--- src/verilog/prefetch_pkg.sv ---
package prefetch_pkg;

  // Byte address of an instruction or of a bus word
  typedef logic [31:0] addr_t;

  // One data word as returned by the instruction bus
  typedef logic [31:0] word_t;

  // Instruction handed to decode
  // Compressed ones carry zeros in the upper half
  typedef logic [31:0] instr_t;

  //////////////////////////////////////////////////////////////////////
  // RISC-V length decoding
  //////////////////////////////////////////////////////////////////////

  // Low two bits of a 32-bit instruction
  // Every other value starts a 16-bit one
  localparam logic [1:0] FULL_LEN_CODE = 2'b11;

  // Bus geometry
  localparam int unsigned WORD_BYTES = 4;

  // Reads that may be in flight at once
  // The alignment buffer is sized as this plus one word
  localparam int unsigned MAX_OUTSTANDING = 2;

endpackage
--- src/verilog/prefetch_top.sv ---
module prefetch_top #(
  parameter int unsigned ISSUE_DEPTH = 2
) (
  input  logic                 clk,
  input  logic                 rst_n,

  // Core control
  input  logic                 fetch_en_i,
  input  logic                 branch_i,
  input  prefetch_pkg::addr_t  branch_addr_i,
  output logic                 busy_o,

  // Instruction memory bus
  output logic                 mem_req_o,
  output prefetch_pkg::addr_t  mem_addr_o,
  input  logic                 mem_gnt_i,
  input  logic                 mem_rvalid_i,
  input  prefetch_pkg::word_t  mem_rdata_i,

  // Decode port
  output logic                 instr_valid_o,
  input  logic                 instr_ready_i,
  output prefetch_pkg::instr_t instr_o,
  output prefetch_pkg::addr_t  instr_addr_o,
  output logic                 instr_compressed_o
);

  // Buffer to requester
  logic                 fetch_valid;
  logic                 fetch_ready;
  logic                 fetch_branch;
  prefetch_pkg::addr_t  fetch_branch_addr;

  // Buffer to issue queue
  logic                 aligned_valid;
  logic                 aligned_ready;
  prefetch_pkg::instr_t aligned_instr;
  prefetch_pkg::addr_t  aligned_addr;
  logic                 aligned_compressed;

  fetch_requester i_fetch_requester (
    .clk                 (clk),
    .rst_n               (rst_n),
    .fetch_valid_i       (fetch_valid),
    .fetch_ready_o       (fetch_ready),
    .fetch_branch_i      (fetch_branch),
    .fetch_branch_addr_i (fetch_branch_addr),
    .mem_req_o           (mem_req_o),
    .mem_addr_o          (mem_addr_o),
    .mem_gnt_i           (mem_gnt_i)
  );

  alignment_buffer i_alignment_buffer (
    .clk                  (clk),
    .rst_n                (rst_n),
    .branch_i             (branch_i),
    .branch_addr_i        (branch_addr_i),
    .fetch_en_i           (fetch_en_i),
    .busy_o               (busy_o),
    .fetch_valid_o        (fetch_valid),
    .fetch_ready_i        (fetch_ready),
    .fetch_branch_o       (fetch_branch),
    .fetch_branch_addr_o  (fetch_branch_addr),
    .resp_valid_i         (mem_rvalid_i),
    .resp_rdata_i         (mem_rdata_i),
    .aligned_valid_o      (aligned_valid),
    .aligned_ready_i      (aligned_ready),
    .aligned_instr_o      (aligned_instr),
    .aligned_addr_o       (aligned_addr),
    .aligned_compressed_o (aligned_compressed)
  );

  // The same branch pulse empties the queue
  issue_queue #(
    .ISSUE_DEPTH (ISSUE_DEPTH)
  ) i_issue_queue (
    .clk             (clk),
    .rst_n           (rst_n),
    .flush_i         (branch_i),
    .wr_valid_i      (aligned_valid),
    .wr_ready_o      (aligned_ready),
    .wr_instr_i      (aligned_instr),
    .wr_addr_i       (aligned_addr),
    .wr_compressed_i (aligned_compressed),
    .rd_valid_o      (instr_valid_o),
    .rd_ready_i      (instr_ready_i),
    .rd_instr_o      (instr_o),
    .rd_addr_o       (instr_addr_o),
    .rd_compressed_o (instr_compressed_o)
  );

endmodule

--- src/verilog/issue_queue.sv ---
module issue_queue #(
  parameter int unsigned ISSUE_DEPTH = 2
) (
  input  logic                 clk,
  input  logic                 rst_n,
  input  logic                 flush_i,

  // Write side from the alignment buffer
  input  logic                 wr_valid_i,
  output logic                 wr_ready_o,
  input  prefetch_pkg::instr_t wr_instr_i,
  input  prefetch_pkg::addr_t  wr_addr_i,
  input  logic                 wr_compressed_i,

  // Read side to decode
  output logic                 rd_valid_o,
  input  logic                 rd_ready_i,
  output prefetch_pkg::instr_t rd_instr_o,
  output prefetch_pkg::addr_t  rd_addr_o,
  output logic                 rd_compressed_o
);

  localparam int unsigned PTR_W = (ISSUE_DEPTH > 1) ? $clog2(ISSUE_DEPTH) : 1;
  localparam int unsigned CNT_W = $clog2(ISSUE_DEPTH + 1);

  prefetch_pkg::instr_t instr_mem [ISSUE_DEPTH];
  prefetch_pkg::addr_t  addr_mem  [ISSUE_DEPTH];
  logic                 comp_mem  [ISSUE_DEPTH];

  logic [PTR_W-1:0] wr_ptr_q, rd_ptr_q;
  logic [CNT_W-1:0] count_q;
  logic             push, pop;

  // Circular pointer step
  function automatic logic [PTR_W-1:0] ptr_inc(input logic [PTR_W-1:0] ptr);
    if (ptr == PTR_W'(ISSUE_DEPTH - 1)) begin
      return '0;
    end
    return ptr + 1'b1;
  endfunction

  assign wr_ready_o = count_q != CNT_W'(ISSUE_DEPTH);
  // Head is hidden in the flush cycle
  assign rd_valid_o = (count_q != '0) && !flush_i;

  assign push = wr_valid_i && wr_ready_o && !flush_i;
  assign pop  = rd_valid_o && rd_ready_i;

  always_ff @(posedge clk or negedge rst_n) begin
    if (!rst_n) begin
      wr_ptr_q <= '0;
      rd_ptr_q <= '0;
      count_q  <= '0;
    end else if (flush_i) begin
      wr_ptr_q <= '0;
      rd_ptr_q <= '0;
      count_q  <= '0;
    end else begin
      if (push) wr_ptr_q <= ptr_inc(wr_ptr_q);
      if (pop)  rd_ptr_q <= ptr_inc(rd_ptr_q);
      count_q <= count_q + CNT_W'(push) - CNT_W'(pop);
    end
  end

  // Compressed entries get a zero upper half
  always_ff @(posedge clk) begin
    if (push) begin
      instr_mem[wr_ptr_q] <= wr_compressed_i ? {16'h0000, wr_instr_i[15:0]} : wr_instr_i;
      addr_mem[wr_ptr_q]  <= wr_addr_i;
      comp_mem[wr_ptr_q]  <= wr_compressed_i;
    end
  end

  assign rd_instr_o      = instr_mem[rd_ptr_q];
  assign rd_addr_o       = addr_mem[rd_ptr_q];
  assign rd_compressed_o = comp_mem[rd_ptr_q];

endmodule

--- src/verilog/alignment_buffer.sv ---
module alignment_buffer (
  input  logic                 clk,
  input  logic                 rst_n,

  // Branch and enable from the core
  input  logic                 branch_i,
  input  prefetch_pkg::addr_t  branch_addr_i,
  input  logic                 fetch_en_i,
  output logic                 busy_o,

  // Fetch strobe to the requester
  output logic                 fetch_valid_o,
  input  logic                 fetch_ready_i,
  output logic                 fetch_branch_o,
  output prefetch_pkg::addr_t  fetch_branch_addr_o,

  // Bus responses, in order
  input  logic                 resp_valid_i,
  input  prefetch_pkg::word_t  resp_rdata_i,

  // Aligned instructions to the issue queue
  output logic                 aligned_valid_o,
  input  logic                 aligned_ready_i,
  output prefetch_pkg::instr_t aligned_instr_o,
  output prefetch_pkg::addr_t  aligned_addr_o,
  output logic                 aligned_compressed_o
);

  localparam int unsigned DEPTH = prefetch_pkg::MAX_OUTSTANDING + 1;

  // Word buffer, entry 0 feeds the output
  prefetch_pkg::word_t [DEPTH-1:0] rdata_q, rdata_int, rdata_n;
  logic [DEPTH-1:0]                valid_q, valid_int, valid_n;

  // Complete instructions held, up to two per word
  logic [2:0] instr_cnt_q, instr_cnt_n;
  logic [1:0] outst_cnt_q, outst_cnt_n;
  logic [1:0] n_flush_q, n_flush_n, n_flush_branch;
  logic [1:0] n_incoming;

  // Parse position of the next incoming word
  logic aligned_q, aligned_n;
  logic complete_q, complete_n;

  // No fetching before the first branch
  logic started_q;

  prefetch_pkg::addr_t  addr_q, addr_n, addr_incr;
  prefetch_pkg::instr_t instr_cur, instr_unaligned;
  logic                 valid_cur, valid_unaligned_full;
  logic                 aligned_is_comp, unaligned_is_comp;
  logic                 resp_valid_gated, fetch_accept, pop, shift_en;

  // Stale words are swallowed while the flush count runs down
  assign resp_valid_gated = (n_flush_q == 2'd0) && resp_valid_i;

  //////////////////////////////////////////////////////////////////////
  // Fetch control
  //////////////////////////////////////////////////////////////////////

  assign fetch_valid_o = fetch_en_i &&
                         (outst_cnt_q < 2'(prefetch_pkg::MAX_OUTSTANDING)) &&
                         (branch_i ||
                          (started_q && ((instr_cnt_q == 3'd0) ||
                                         (instr_cnt_q == 3'd1 && outst_cnt_q == 2'd0))));

  assign busy_o       = (outst_cnt_q != 2'd0) || fetch_valid_o;
  assign fetch_accept = fetch_valid_o && fetch_ready_i;

  // Requester works on whole words
  assign fetch_branch_o      = branch_i;
  assign fetch_branch_addr_o = {branch_addr_i[31:2], 2'b00};

  //////////////////////////////////////////////////////////////////////
  // Instruction assembly
  //////////////////////////////////////////////////////////////////////

  // Aligned form sits in entry 0 or the incoming word
  assign instr_cur = valid_q[0] ? rdata_q[0] : resp_rdata_i;

  // Unaligned form spans the upper half and the following word
  assign instr_unaligned = valid_q[1] ? {rdata_q[1][15:0], instr_cur[31:16]}
                                      : {resp_rdata_i[15:0], instr_cur[31:16]};

  assign valid_cur            = valid_q[0] || resp_valid_gated;
  assign valid_unaligned_full = valid_q[1] || (valid_q[0] && resp_valid_gated);

  assign aligned_is_comp   = instr_cur[1:0] != prefetch_pkg::FULL_LEN_CODE;
  assign unaligned_is_comp = instr_cur[17:16] != prefetch_pkg::FULL_LEN_CODE;

  always_comb begin
    aligned_instr_o      = instr_cur;
    aligned_compressed_o = aligned_is_comp;
    aligned_valid_o      = valid_cur;
    if (addr_q[1]) begin
      aligned_instr_o      = instr_unaligned;
      aligned_compressed_o = unaligned_is_comp;
      // 32-bit needs the next word too
      aligned_valid_o      = unaligned_is_comp ? valid_cur : valid_unaligned_full;
    end
    // Whatever is offered belongs to the old path
    if (branch_i) begin
      aligned_valid_o = 1'b0;
    end
  end

  assign aligned_addr_o = addr_q;
  assign pop            = aligned_valid_o && aligned_ready_i;

  //////////////////////////////////////////////////////////////////////
  // Buffer update
  //////////////////////////////////////////////////////////////////////

  // Incoming word goes to the first free entry
  always_comb begin
    logic placed;
    placed    = 1'b0;
    rdata_int = rdata_q;
    valid_int = valid_q;
    for (int j = 0; j < DEPTH; j++) begin
      if (resp_valid_gated && !placed && !valid_q[j]) begin
        rdata_int[j] = resp_rdata_i;
        valid_int[j] = 1'b1;
        placed       = 1'b1;
      end
    end
  end

  assign addr_incr = {addr_q[31:2], 2'b00} +
                     prefetch_pkg::addr_t'(prefetch_pkg::WORD_BYTES);

  // Next address and whether entry 0 is used up
  always_comb begin
    addr_n   = addr_q;
    shift_en = 1'b0;
    if (pop) begin
      if (addr_q[1]) begin
        // Upper half consumed, entry 0 is done either way
        addr_n   = {addr_incr[31:2], unaligned_is_comp ? 2'b00 : 2'b10};
        shift_en = 1'b1;
      end else if (aligned_is_comp) begin
        addr_n = {addr_q[31:2], 2'b10};
      end else begin
        addr_n   = addr_incr;
        shift_en = 1'b1;
      end
    end
  end

  always_comb begin
    rdata_n = rdata_int;
    valid_n = valid_int;
    if (shift_en) begin
      for (int i = 0; i < DEPTH - 1; i++) begin
        rdata_n[i] = rdata_int[i+1];
      end
      valid_n = valid_int >> 1;
    end
  end

  //////////////////////////////////////////////////////////////////////
  // Counters
  //////////////////////////////////////////////////////////////////////

  // Complete instructions in each new word, from the parse state
  always_comb begin
    aligned_n  = aligned_q;
    complete_n = complete_q;
    n_incoming = 2'd0;
    if (branch_i) begin
      // Unaligned target skips the lower half of its first word
      aligned_n  = !branch_addr_i[1];
      complete_n = branch_addr_i[1];
    end else if (resp_valid_gated) begin
      if (aligned_q && resp_rdata_i[1:0] == prefetch_pkg::FULL_LEN_CODE) begin
        n_incoming = 2'd1;
      end else if (!aligned_q && complete_q) begin
        // First word after an unaligned branch
        n_incoming = (resp_rdata_i[17:16] == prefetch_pkg::FULL_LEN_CODE) ? 2'd0 : 2'd1;
      end else begin
        // Lower half closes an instruction, upper half decides the rest
        n_incoming = (resp_rdata_i[17:16] == prefetch_pkg::FULL_LEN_CODE) ? 2'd1 : 2'd2;
      end
      if (!aligned_q || resp_rdata_i[1:0] != prefetch_pkg::FULL_LEN_CODE) begin
        aligned_n  = resp_rdata_i[17:16] != prefetch_pkg::FULL_LEN_CODE;
        complete_n = aligned_n;
      end
    end
  end

  always_comb begin
    instr_cnt_n = instr_cnt_q + {1'b0, n_incoming} - {2'b00, pop};
    if (branch_i) begin
      instr_cnt_n = 3'd0;
    end
  end

  assign outst_cnt_n = outst_cnt_q + {1'b0, fetch_accept} - {1'b0, resp_valid_i};

  // Everything in flight at the branch is stale
  assign n_flush_branch = outst_cnt_q - {1'b0, resp_valid_i};

  always_comb begin
    n_flush_n = n_flush_q;
    if (branch_i) begin
      n_flush_n = n_flush_branch;
    end else if (resp_valid_i && n_flush_q != 2'd0) begin
      n_flush_n = n_flush_q - 2'd1;
    end
  end

  //////////////////////////////////////////////////////////////////////
  // Registers
  //////////////////////////////////////////////////////////////////////

  always_ff @(posedge clk or negedge rst_n) begin
    if (!rst_n) begin
      addr_q      <= '0;
      valid_q     <= '0;
      started_q   <= 1'b0;
      aligned_q   <= 1'b0;
      complete_q  <= 1'b0;
      instr_cnt_q <= 3'd0;
      outst_cnt_q <= 2'd0;
      n_flush_q   <= 2'd0;
    end else begin
      if (branch_i) begin
        valid_q   <= '0;
        addr_q    <= branch_addr_i;
        started_q <= 1'b1;
      end else begin
        valid_q <= valid_n;
        addr_q  <= addr_n;
      end
      aligned_q   <= aligned_n;
      complete_q  <= complete_n;
      instr_cnt_q <= instr_cnt_n;
      outst_cnt_q <= outst_cnt_n;
      n_flush_q   <= n_flush_n;
    end
  end

  // Word contents, qualified by valid_q
  always_ff @(posedge clk) begin
    rdata_q <= rdata_n;
  end

endmodule

--- src/verilog/fetch_requester.sv ---
module fetch_requester (
  input  logic                clk,
  input  logic                rst_n,

  // Fetch strobe from the alignment buffer
  input  logic                fetch_valid_i,
  output logic                fetch_ready_o,
  input  logic                fetch_branch_i,
  input  prefetch_pkg::addr_t fetch_branch_addr_i,

  // Instruction memory request channel
  output logic                mem_req_o,
  output prefetch_pkg::addr_t mem_addr_o,
  input  logic                mem_gnt_i
);

  // A request is waiting for its grant
  logic                pending_q;

  // Address currently on the bus
  prefetch_pkg::addr_t req_addr_q;

  // Word address of the next sequential fetch
  prefetch_pkg::addr_t next_addr_q;

  prefetch_pkg::addr_t fetch_addr;
  logic                fetch_accept;

  // Free when idle, or when the waiting request leaves this cycle
  assign fetch_ready_o = !pending_q || mem_gnt_i;
  assign fetch_accept  = fetch_valid_i && fetch_ready_o;

  // Branch target wins over the sequential address
  assign fetch_addr = fetch_branch_i ? fetch_branch_addr_i : next_addr_q;

  //////////////////////////////////////////////////////////////////////
  // Request state
  //////////////////////////////////////////////////////////////////////

  always_ff @(posedge clk or negedge rst_n) begin
    if (!rst_n) begin
      pending_q   <= 1'b0;
      next_addr_q <= '0;
    end else begin
      if (fetch_accept) begin
        pending_q   <= 1'b1;
        next_addr_q <= fetch_addr + prefetch_pkg::addr_t'(prefetch_pkg::WORD_BYTES);
      end else begin
        // Granted and nothing new behind it
        if (mem_gnt_i) begin
          pending_q <= 1'b0;
        end
        // Keep a target that could not be fetched right away
        if (fetch_branch_i) begin
          next_addr_q <= fetch_branch_addr_i;
        end
      end
    end
  end

  // Bus address only moves on a new fetch, so it holds until granted
  always_ff @(posedge clk) begin
    if (fetch_accept) begin
      req_addr_q <= fetch_addr;
    end
  end

  assign mem_req_o  = pending_q;
  assign mem_addr_o = req_addr_q;

endmodule

--- config.mk ---
export PLATFORM = sky130hd
export DESIGN_NAME = prefetch_top
export DESIGN_NICKNAME = d
export VERILOG_FILES = /design/src/verilog/prefetch_pkg.sv /design/src/verilog/prefetch_top.sv /design/src/verilog/issue_queue.sv /design/src/verilog/alignment_buffer.sv /design/src/verilog/fetch_requester.sv
export SDC_FILE = /design/constraint.sdc
export NUM_CORES = 1
export LEC_CHECK = 0
export BUFFER_PORTS_ARGS = -buffer_cell sky130_fd_sc_hd__buf_2
export CAP_MARGIN = 20
export CORE_ASPECT_RATIO = 1.25
export CORE_UTILIZATION = 45
export CTS_CLUSTER_SIZE = 40
export DETAILED_ROUTE_END_ITERATION = 8
export PLACE_DENSITY = 0.71
export SETUP_SLACK_MARGIN = 0.3
export SLEW_MARGIN = 20
export SYNTH_ARGS = -nofsm -noshare
export SYNTH_HDL_FRONTEND = slang
export SYNTH_SLANG_ARGS = --single-unit
--- constraint.sdc ---
create_clock -name clk -period 5.3 [get_ports clk]
set_input_delay 1.06 -clock clk [delete_from_list [all_inputs] [get_ports clk]]
set_output_delay 1.06 -clock clk [all_outputs]
set_load 0.1 [all_outputs]
# Word level (Yosys, flattened, before mapping)
# Memories as Yosys holds them, arrays and structs flattened.
# Index checks and enable logic that the tools add are counted.
# W data, S select, Z words.
# word_totals
memories,3
mem_bits_rw,130
register_bits,210
word_cells,157
# mem_list
name,words,width,read_ports,rd_ports_with_merged_regs,write_ports,line_no,text
i_issue_queue.addr_mem,2,32,1,0,1,issue_queue.sv:27,prefetch_pkg::addr_t addr_mem [ISSUE_DEPTH];
i_issue_queue.instr_mem,2,32,1,0,1,issue_queue.sv:26,prefetch_pkg::instr_t instr_mem [ISSUE_DEPTH];
i_issue_queue.comp_mem,2,1,1,0,1,issue_queue.sv:28,logic comp_mem [ISSUE_DEPTH];
# classes
eq_ne,9
magnitude_cmp,1
n_mux,61
n_reduce_logical,52
addsub,12
# op_table
cell,n
$mux W32,13
$add A32 B3 Y32 const B,2
$mux W64,1
$mux W1,35
$reduce_bool A2 Y1,11
$logic_and A1 B1 Y1,19
$mux W2,9
$ne A2 B2 Y1 const B,5
$logic_not A1 Y1,9
$mux W3,3
$logic_or A1 B1 Y1,7
$sub A2 B1 Y2,3
$add A2 B1 Y2,2
$eq A2 B2 Y1 const B,2
$logic_not A2 Y1,2
$reduce_and A2 Y1,2
$add A3 B2 Y3,1
$eq A3 B1 Y1 const B,1
$logic_not A3 Y1,1
$ne A3 B2 Y1 const B,1
$reduce_bool A3 Y1,1
$sub A3 B1 Y3,1
$add A1 B1 Y1 const B,2
$lt A2 B2 Y1 const B,1
$sub A2 B1 Y2 const B,1

# Logic depth before layout (Yosys ltp)
# Gate-level depths: netlist (run 1).
# depth
ltp_word,14
mapped_depth,14
depth_no_buf,13

# Cells and area by module
# Synthesis (run 1) repeated with hierarchy kept, for this count alone.
# unflattened
cells_unflattened,1186
area_unflattened_um2,15855.2
# by_module_without_submodules
mod,area_per_inst_um2,seq_area_each_um2,cells_per_inst,n_inst
alignment_buffer,7619.8,3368.2,708,1
issue_queue,5190.0,4003.8,244,1
fetch_requester,3045.4,1786.7,234,1

# Worst setup path before layout (run 1)
# No wires, ideal clock.
# synth_path
kind,in2reg
from,input port mem_rdata_i[16]
to,memory i_issue_queue.addr_mem[0][0] in the netlist's numbering (enable)
slack_ns,0.068
setup_time_ns,0.489
t_arrival_ns,4.744
required_ns,4.811
cell_stages,5
path_buffers,1
cell_sequence,nand3_1 -> mux2i_2 -> nand2_2 -> clkbuf_1 -> nor2_1
# synth_via
elab_chain_cells,9
# synth_lines
item,line_no,text
from (decl),prefetch_top.sv:18,"input prefetch_pkg::word_t mem_rdata_i,"
$mux W32,alignment_buffer.sv:79,assign instr_cur = valid_q[0] ? rdata_q[0] : resp_rdata_i;
$ne A2 B2 Y1,alignment_buffer.sv:89,assign unaligned_is_comp = instr_cur[17:16] != prefetch_pkg::FULL_LEN_CODE;
$mux W1,alignment_buffer.sv:99,aligned_valid_o = unaligned_is_comp ? valid_cur : valid_unaligned_full;
$mux W1,alignment_buffer.sv:95,if (addr_q[1]) begin
$mux W1,alignment_buffer.sv:102,if (branch_i) begin
$logic_and A1 B1 Y1 (2 in a row),issue_queue.sv:46,assign push = wr_valid_i && wr_ready_o && !flush_i;
$mux W1,issue_queue.sv:67,if (push) begin
$mux W1 (not written as such),issue_queue.sv:69,addr_mem[wr_ptr_q] <= wr_addr_i;
to (decl),issue_queue.sv:27,
# Every way passes these cells.

# Worst setup path after layout (run 1)
# layout_path
from,register i_issue_queue.rd_ptr_q
to,output port instr_o[13]
# layout_via
elab_chain_cells,1
# layout_lines
item,line_no,text
from (decl),issue_queue.sv:30,"logic [PTR_W-1:0] wr_ptr_q, rd_ptr_q;"
from (signal assigned),issue_queue.sv:60,if (pop) rd_ptr_q <= ptr_inc(rd_ptr_q);
$mem_v2 Z2 W32,n/a,
to (decl),prefetch_top.sv:23,"output prefetch_pkg::instr_t instr_o,"
# Every way passes these cells.

==> flow_summary.toml, run 1 <==
[routing]
vias = 9976
antenna_left = 0
drtIter0Drc = 696
first_pass_iters = 7
drc = 15
drt_wl_total_um = 35300
viasPerCell = 5.78
wl_per_cell_um = 20.5

[floorplanning]
die_area_um2 = 34600
coreArea_um2 = 33000
initial_core_util = 0.462
ios = 171
placementRows = 74
chipWidth_um = 166
die_height_um = 208

[yosys]
syn_inst = 1123
synth_fp_nets = 1206
ys_types = 68
ys_async_sr_fraction = 0.241
seq_area_frac_synth = 0.602
yosys-top-cells-count = "edfxtp_1 (194), mux2_2 (112), dfrtp_1 (82), dfxtp_1 (64), nand2_1 (48)"
synth_enable_flop_cells = 194
yosysTopAreaCellShare = 0.383
yosys-top-cells-area = "edfxtp_1 (38%), dfrtp_1 (13%), dfxtp_1 (8.4%)"
synth_seq_cells = 340
yosys.cell_count.top_type = "edfxtp_1"
synth_area_um2 = 15200
syn_area_per_cell_um2 = 13.5
yosysWarnings = 0
synth-main-ff-cell = "edfxtp_1"
post-synth-top-area-cell = "edfxtp_1"

[placement]
port_buffers = 170
pre_cts_ws_ps = 1610
placed_cell_area_um2 = 16400
globalplace.congestion = 0.896
dp_hpwl_um = 23800
placed_cells = 1663

[global_routing]
use_met3 = 0.0282
met2_usage = 0.358
track_usage = 0.205
grt.busiest_layer = "met2"
grt_pass1_wl_um = 55400
grt-ovfl-total = 0
grt_pass1_vias = 10047
grt_max_degree = 66
grt_use_met1 = 0.257
antenna_found_initial = 0

[sta]
timing.fmax_mhz = 265
fin_crit_sh = 0.713
rsz0062_at_grt = "no"
worst_pin_slew_ps = 982
max_slew_margin = 0.343
clock_skew_ps = 23.9
slew_viol_final = 0
setup_violations = 0
period_minus_slack_ps = 3780
worst_slack_ps = 1520
hold_violations = 0
finalSetupTns_ps = 0

[cts]
cts_num_sinks = 340
clk_pin_slew_ps = 60
htree_levels = 2
cts_made_buffers = 35
worst_skew_pair.late_latency_ps = 520
cts_resized = 0
cts_setup_buffers = 0
ctsHoldBuffers = 0
cts_tree = "done"
clock-root-buffer = "clkbuf_16"
clock_path_buffers = 3

[final_layout]
nFillCells = 2786
postLayoutCellArea_um2 = 17500
fin_nets = 1365
syn2layout_area_growth_pct = 15.2
seq_area_um2 = 9160
drive_above_1_share = 0.310
finalNonFillerCells = 1725
antenna_cells = 0
multi_input_area_um2 = 5630

[critical_path]
cp.required_ps = 4240
crit_arrival_ps = 2720
end_kind = "output pin"
cp-start-kind = "register"
critPathKind = "reg2out"
crit_path_max_fanout = 43

[pwr]
pwr_density_cell_nw_per_um2 = 576
p_leak_nw = 6.57
ir_worst_vdd_uv = 312

[job]
cap_viol_max_count = 0

[outcome]
status = "complete, but fails checks"
violations = "DRC"

[min_path]
min_path_type = "reg2reg"
==> power breakdown <==
part / switching [mW] / internal (mW) / total (mW) / leakage [nW]
sequential: 0.330 / 3.55 / 3.88 / 3.29
clock: 0.996 / 1.38 / 2.38 / 0.532
combinational: 2.80 / 1.05 / 3.85 / 2.75
==> routing by layer <==
layer | vias to the layer above | share of wire
met3 | 66 | 0.049
met2 | 291 | 0.51
met5 | - | 0
met1 | 5003 | 0.41
met4 | 0 | 0.032
li1 | 4616 | -
==> logic make-up (layout without fill, tap and decap cells) <==
kind of cell / after synthesis / in the layout / synth area share
muxes: 185 / 185 / 0.148
DFF: 340 / 340 / 0.602
adders and majority gates: 12 / 12 / 0.0104
AOI/OAI and AO/OA: 168 / 168 / 0.0873
and+or+nand+nor: 273 / 273 / 0.0987
buffers and inverters: 104 / 288 / 0.0303
xor gates and xnor gates: 41 / 41 / 0.0236
==> layout make-up <==
| class | count | share of cell area |
|---|---|---|
| flip-flops and latches | 340 | 0.523 |
| multi-input cells | 679 | 0.321 |
| clock buffers | 51 | 0.0557 |
| inverters | 39 | 0.00835 |
| clock inverters | 11 | 0.00642 |
| well taps | 418 | 0.0298 |
| repair buffers | 187 | 0.0561 |
==> state kept, by name, indices dropped and copies added (netlist names) <==
name                               flops
i_issue_queue.rd_ptr_q                 1
i_issue_queue.comp_mem                 2
i_alignment_buffer.n_flush_q           2
i_fetch_requester.mem_addr_o          32
i_issue_queue.addr_mem                64
i_alignment_buffer.complete_q          1
i_alignment_buffer.rdata_q            96
i_issue_queue.count_q                  2
i_alignment_buffer.aligned_q           1
i_fetch_requester.mem_req_o            1
i_alignment_buffer.instr_cnt_q         3
i_alignment_buffer.started_q           1
i_alignment_buffer.valid_q             3
i_alignment_buffer.outst_cnt_q         2
i_fetch_requester.next_addr_q         32
i_issue_queue.wr_ptr_q                 1
i_issue_queue.instr_mem               64
i_alignment_buffer.aligned_addr_o     32
==> layout by cell type, fill, tap and decap left out, types with 25 or more instances in the layout <==
cell type  netlist  routed
a211oi_1        35      35
buf_2           15     168
clkbuf_16        0      35
dfrtp_1         82      79
dfxtp_1         64      64
edfxtp_1       194     194
inv_1           39      39
mux2_1          30      30
mux2_2         112     112
mux2i_1         25      25
nand2_1         48      48
nand3_1         32      32
nor2_1          36      35
nor2b_1         25      25
o21ai_0         31      30
or3_1           42      42
==> final timing paths <==
path	depth (start not counted)	to	slack (ps)	from
setup / recovery	3	instr_o[13]	1520	i_issue_queue.rd_ptr_q
hold reg to reg	1	i_alignment_buffer.started_q	460	i_alignment_buffer.started_q
max in group asynchronous	2	i_alignment_buffer.aligned_addr_o[1]	3760	rst_n
min in group asynchronous	1	i_fetch_requester.next_addr_q[14]	600	rst_n
setup reg to reg	12	i_alignment_buffer.instr_cnt_q[2]	1980	i_alignment_buffer.valid_q[0]
hold / removal	1	i_alignment_buffer.started_q	460	i_alignment_buffer.started_q
==> stage by stage <==
stage	hold slack [ps]	power, mW	util
2_1_floorplan	427	7.03	-
3_3_place_gp	448	7.71	0.499
3_5_place_dp	444	7.80	0.499
4_1_cts	462	10.2	0.532
5_1_grt	490	10.5	0.532
6_report	458	10.1	0.532
==> worst max-delay path: stages (launching register included) <==
cell and delay [ps]:
dfrtp_2 1020, buf_4 460, mux2_2 420, buf_2 300
No activity file was read; power rests on OpenSTA's default activity.
==> inputs of run 2 (changes only) <==
- PLACE_DENSITY: 0.71 -> 0.73
- clock period: 5.3 -> 3.4 ns (I/O delays scaled with it)
==> flow_summary.toml, run 2 (synthesis gave the netlist of run 1 again) <==
[outcome]
status = "complete, but fails checks"
violations = "DRC"

[sta]
max_slew_margin = 0.434
slew_viol_final = 0
period_minus_slack_ps = 2780
hold_violations = 0
rsz0062_at_grt = "no"
timing.fmax_mhz = 360
setup_violations = 0
fin_crit_sh = 0.817
finalSetupTns_ps = 0
worst_pin_slew_ps = 845
clock_skew_ps = 20.4

[final_layout]
regMostFlops = "i_alignment_buffer.rdata_q"
fin_nets = 1374
largest_register_ffs = 96
syn2layout_area_growth_pct = 16.4
top_regs = "i_alignment_buffer.rdata_q (96), i_issue_queue.addr_mem (64), i_issue_queue.instr_mem (64)"
final_cell_mix = "edfxtp_1 (194), buf_2 (167), mux2_2 (112), dfrtp_1 (79), dfxtp_1 (64)"
layout_commonest_cell = "edfxtp_1"
postLayoutCellArea_um2 = 17700
drive_above_1_share = 0.317

[routing]
first_pass_iters = 8
route.met2.wl_um = 18200
drc = 16
viasPerCell = 5.73
vias = 9965
antenna_left = 0
highest_layer = "met4"
m1WireLength_um = 14000
drt_wl_total_um = 35200
met3_length_um = 1680
drtIter0Drc = 822
wl_per_cell_um = 20.2

[critical_path]
cp_common_cell = "buf_4"
crit_chain = "buf_4 -> and3b_1 -> a311o_1 -> nand3_4 -> mux2i_4 -> buf_4 -> o221a_2"
end_kind = "register"
critPathSlowestCell = "a311o_1"
cp-start-kind = "register"
crit_family = "compound AO/OA/AOI/OAI gates"
slowest_delay_ps = 510
critPathKind = "reg2reg"
reg2reg_from = "i_alignment_buffer.valid_q[0]"
ff2ff_setup_slack_ps = 620
r2r_end = "i_alignment_buffer.rdata_q[37]"
crit_arrival_ps = 3240
crit_path_max_fanout = 32
cp_num_buf_inv = 2
reg2reg_depth = 7
cp.required_ps = 3860

[cts]
worst_skew_pair.late_latency_ps = 530
cts_setup_buffers = 0
clock-root-buffer = "clkbuf_16"
cts_resized = 0
htree_levels = 2
cts_num_sinks = 340
clk_pin_slew_ps = 60
cts_made_buffers = 35
clock_path_buffers = 3
cts_tree = "done"
ctsHoldBuffers = 0

[floorplanning]
ios = 171
initial_core_util = 0.462
coreArea_um2 = 33000
placementRows = 74
chipWidth_um = 166
die_area_um2 = 34600
die_height_um = 208

[min_path]
min_path_type = "in2async"

[placement]
port_buffers = 170
globalplace.congestion = 0.835
dp_hpwl_um = 23700
placed_cell_area_um2 = 16600

[job]
cap_viol_max_count = 0

[global_routing]
grt_pass1_wl_um = 55300
antenna_found_initial = 2
grt_max_degree = 68
track_usage = 0.205
grt_pass1_vias = 9929
grt-ovfl-total = 0

[pwr]
pwr_density_cell_nw_per_um2 = 895
p_leak_nw = 6.65
ir_worst_vdd_uv = 479
power.total_mw = 15.9
-- run 2: worst max-delay path by stage --
stage          slack (ps)                                 to                     startpoint  cells past startpoint
2_1_floorplan         350  i_fetch_requester.next_addr_q[18]                       branch_i                     12
3_3_place_gp          530  i_fetch_requester.next_addr_q[22]                       branch_i                      8
3_5_place_dp          450  i_fetch_requester.next_addr_q[22]                       branch_i                      8
4_1_cts               660     i_alignment_buffer.rdata_q[37]  i_alignment_buffer.valid_q[0]                      7
5_1_grt               510     i_alignment_buffer.rdata_q[37]  i_alignment_buffer.valid_q[0]                      7
6_report              620     i_alignment_buffer.rdata_q[37]  i_alignment_buffer.valid_q[0]                      7
-- run 2: worst reg2reg max path: cells and delay by family (launching register included) --
family / cells / cell delay (ps)
AOI/OAI and AO/OA: 2 / 820
buffers and inverters: 2 / 700
and+or+nand+nor: 2 / 510
DFF: 1 / 430
muxes: 1 / 250
-- run 2: per-stage QoR --
step	worst slack, ps	hold WS (ps)	util	std cells
2_1_floorplan	348	384	-	1123
3_3_place_gp	527	450	0.503	1671
3_5_place_dp	455	472	0.504	1672
6_report	623	183	0.537	1738
4_1_cts	664	201	0.537	1736
5_1_grt	512	237	0.537	1738
-- run 2: per-layer routing --
layer | vias up | GRT usage
met4 | 0 | 0.0964
li1 | 4632 | -
met3 | 77 | 0.0311
met5 | - | 0
met2 | 306 | 0.352
met1 | 4950 | 0.253
-- run 2: where the power goes --
| part | total (mW) | internal, mW | switching [mW] | leakage (nW) |
|---|---|---|---|---|
| combinational | 6.15 | 1.72 | 4.43 | 2.83 |
| sequential | 6.01 | 5.53 | 0.478 | 3.29 |
| clock | 3.70 | 2.14 | 1.56 | 0.532 |
-- run 2: area by class of cell --
type	instances	area, µm²
timing repair buffer	196	1150
fill	2733	15200
inverter	39	146
tap	418	523
sequential	340	9160
antenna	2	5.00
clock inverter	14	134
multi-input combinational	679	5630
clock buffer	50	962
==> inputs of run 3 (changes only) <==
- clock period: 3.4 -> 2.4 ns (I/O delays scaled with it)
==> flow_summary.toml, run 3 (synthesis gave the netlist of run 1 again) <==
[pwr]
ir_worst_vdd_uv = 642
p_leak_nw = 8.23
pwr_density_cell_nw_per_um2 = 1260
power.total_mw = 26.5

[floorplanning]
die_area_um2 = 34600
placementRows = 74
coreArea_um2 = 33000
die_height_um = 208
initial_core_util = 0.462
ios = 171
chipWidth_um = 166

[cts]
clock-root-buffer = "clkbuf_16"
clk_pin_slew_ps = 60
cts_made_buffers = 35
cts_tree = "done"
htree_levels = 2
worst_skew_pair.late_latency_ps = 540
cts_num_sinks = 340
clock_path_buffers = 3

[critical_path]
critPathKind = "reg2reg"
crit_arrival_ps = 2630
cp-start-kind = "register"
end_kind = "register"
crit_path_max_fanout = 6
cp.required_ps = 2680

[sta]
clock_skew_ps = 28.4
timing.fmax_mhz = 425
holdWs_ps = 201
hold_violations = 0
rsz0062_at_grt = "yes"
worst_pin_slew_ps = 628
period_minus_slack_ps = 2350
max_slew_margin = 0.581
fin_crit_sh = 0.981
setup_violations = 0
finalSetupTns_ps = 0
slew_viol_final = 0
worst_slack_ps = 46.0

[routing]
drc = 14
viasPerCell = 6.00
antenna_left = 0
drtIter0Drc = 1050
wl_per_cell_um = 23.6
drt_wl_total_um = 43800
first_pass_iters = 8
vias = 11141

[final_layout]
drive_above_1_share = 0.436
syn2layout_area_growth_pct = 38.2
regMostFlops = "i_alignment_buffer.rdata_q"
finalNonFillerCells = 1856
layout_commonest_cell = "edfxtp_1"
largest_register_ffs = 96
fin_util = 0.638
nFillCells = 2236
final_cell_mix = "edfxtp_1 (194), buf_2 (102), mux2_2 (82), dfrtp_1 (76), buf_4 (68)"
fin_nets = 1491
postLayoutCellArea_um2 = 21000
top_regs = "i_alignment_buffer.rdata_q (96), i_issue_queue.addr_mem (64), i_issue_queue.instr_mem (64)"

[placement]
globalplace.congestion = 0.868
placed_cell_area_um2 = 18100
pre_cts_ws_ps = 20.6
placed_cells = 1718
port_buffers = 170
dp_hpwl_um = 25800

[global_routing]
grt_max_degree = 49
track_usage = 0.224
antenna_found_initial = 3
grt_pass1_wl_um = 60300
grt-ovfl-total = 0
grt_pass1_vias = 10744

[job]
cap_viol_max_count = 0

[min_path]
min_path_type = "in2reg"

[outcome]
status = "complete, but fails checks"
violations = "DRC"
[run 3: cell count changes in the layout (fill, tap and decap cells not counted), moves of 8 or more]
cell	before	now
buf_2	167	102
o221a_2	23	1
buf_12	6	67
o221a_4	0	22
mux2_4	0	60
nor3_1	16	8
buf_4	22	68
mux2_1	30	0
buf_6	0	45
mux2_2	112	82
clkbuf_16	35	52
[run 3: final timing paths]
check / from / endpoint / slack (ps) / cells past startpoint
max in group asynchronous: rst_n / i_alignment_buffer.aligned_addr_o[1] / 1270 / 3
min: branch_addr_i[1] / i_alignment_buffer.aligned_q / 200 / 2
min in group asynchronous: rst_n / i_fetch_requester.next_addr_q[17] / 440 / 2
min reg2reg: i_alignment_buffer.started_q / i_alignment_buffer.started_q / 480 / 1
max reg2reg: i_alignment_buffer.aligned_addr_o[1] / i_alignment_buffer.rdata_q[14] / 50 / 7
max: i_alignment_buffer.aligned_addr_o[1] / i_alignment_buffer.rdata_q[14] / 50 / 7
[run 3: routing by layer]
metal	global-route usage	vias to the layer above	routed length, µm
met5	0	-	0
met1	0.272	5600	16300
met3	0.0303	137	2740
met2	0.394	514	22700
met4	0.102	0	2030
li1	-	4890	-
[run 3: worst max-delay path, cell delays in order, from the launching register on]
cell     delay, ps
dfrtp_2        420
nand3_1        220
mux2_4         400
nor3_4         290
o21ai_4        170
buf_6          170
buf_16         140
mux2_4         290
[run 3: area by class of cell]
| cell class | count | area (µm²) | share of cell area |
|---|---|---|---|
| well taps | 418 | 523 | 0.0249 |
| multi-input cells | 679 | 6440 | 0.306 |
| repair buffers | 313 | 3590 | 0.171 |
| clock inverters | 16 | 153 | 0.00726 |
| inverters | 39 | 146 | 0.00696 |
| diodes | 3 | 7.51 | 0.000357 |
| clock buffers | 48 | 996 | 0.0474 |
| flip-flops and latches | 340 | 9170 | 0.436 |
[run 3: where the power goes]
group / internal (mW) / switching, mW
clock: 3.15 / 2.32
sequential: 7.84 / 0.772
combinational: 5.03 / 7.35
total: 16.0 / 10.4
[run 3: what timing repair did]
item	4_1_cts	5_1_grt
setup buffers	19	20
endpoints found under the hold margin	31	0
gates cloned	7	24
gates resized for setup	65	133
pin swaps	30	33
hold buffers	1	0
setup endpoints to repair	196	301
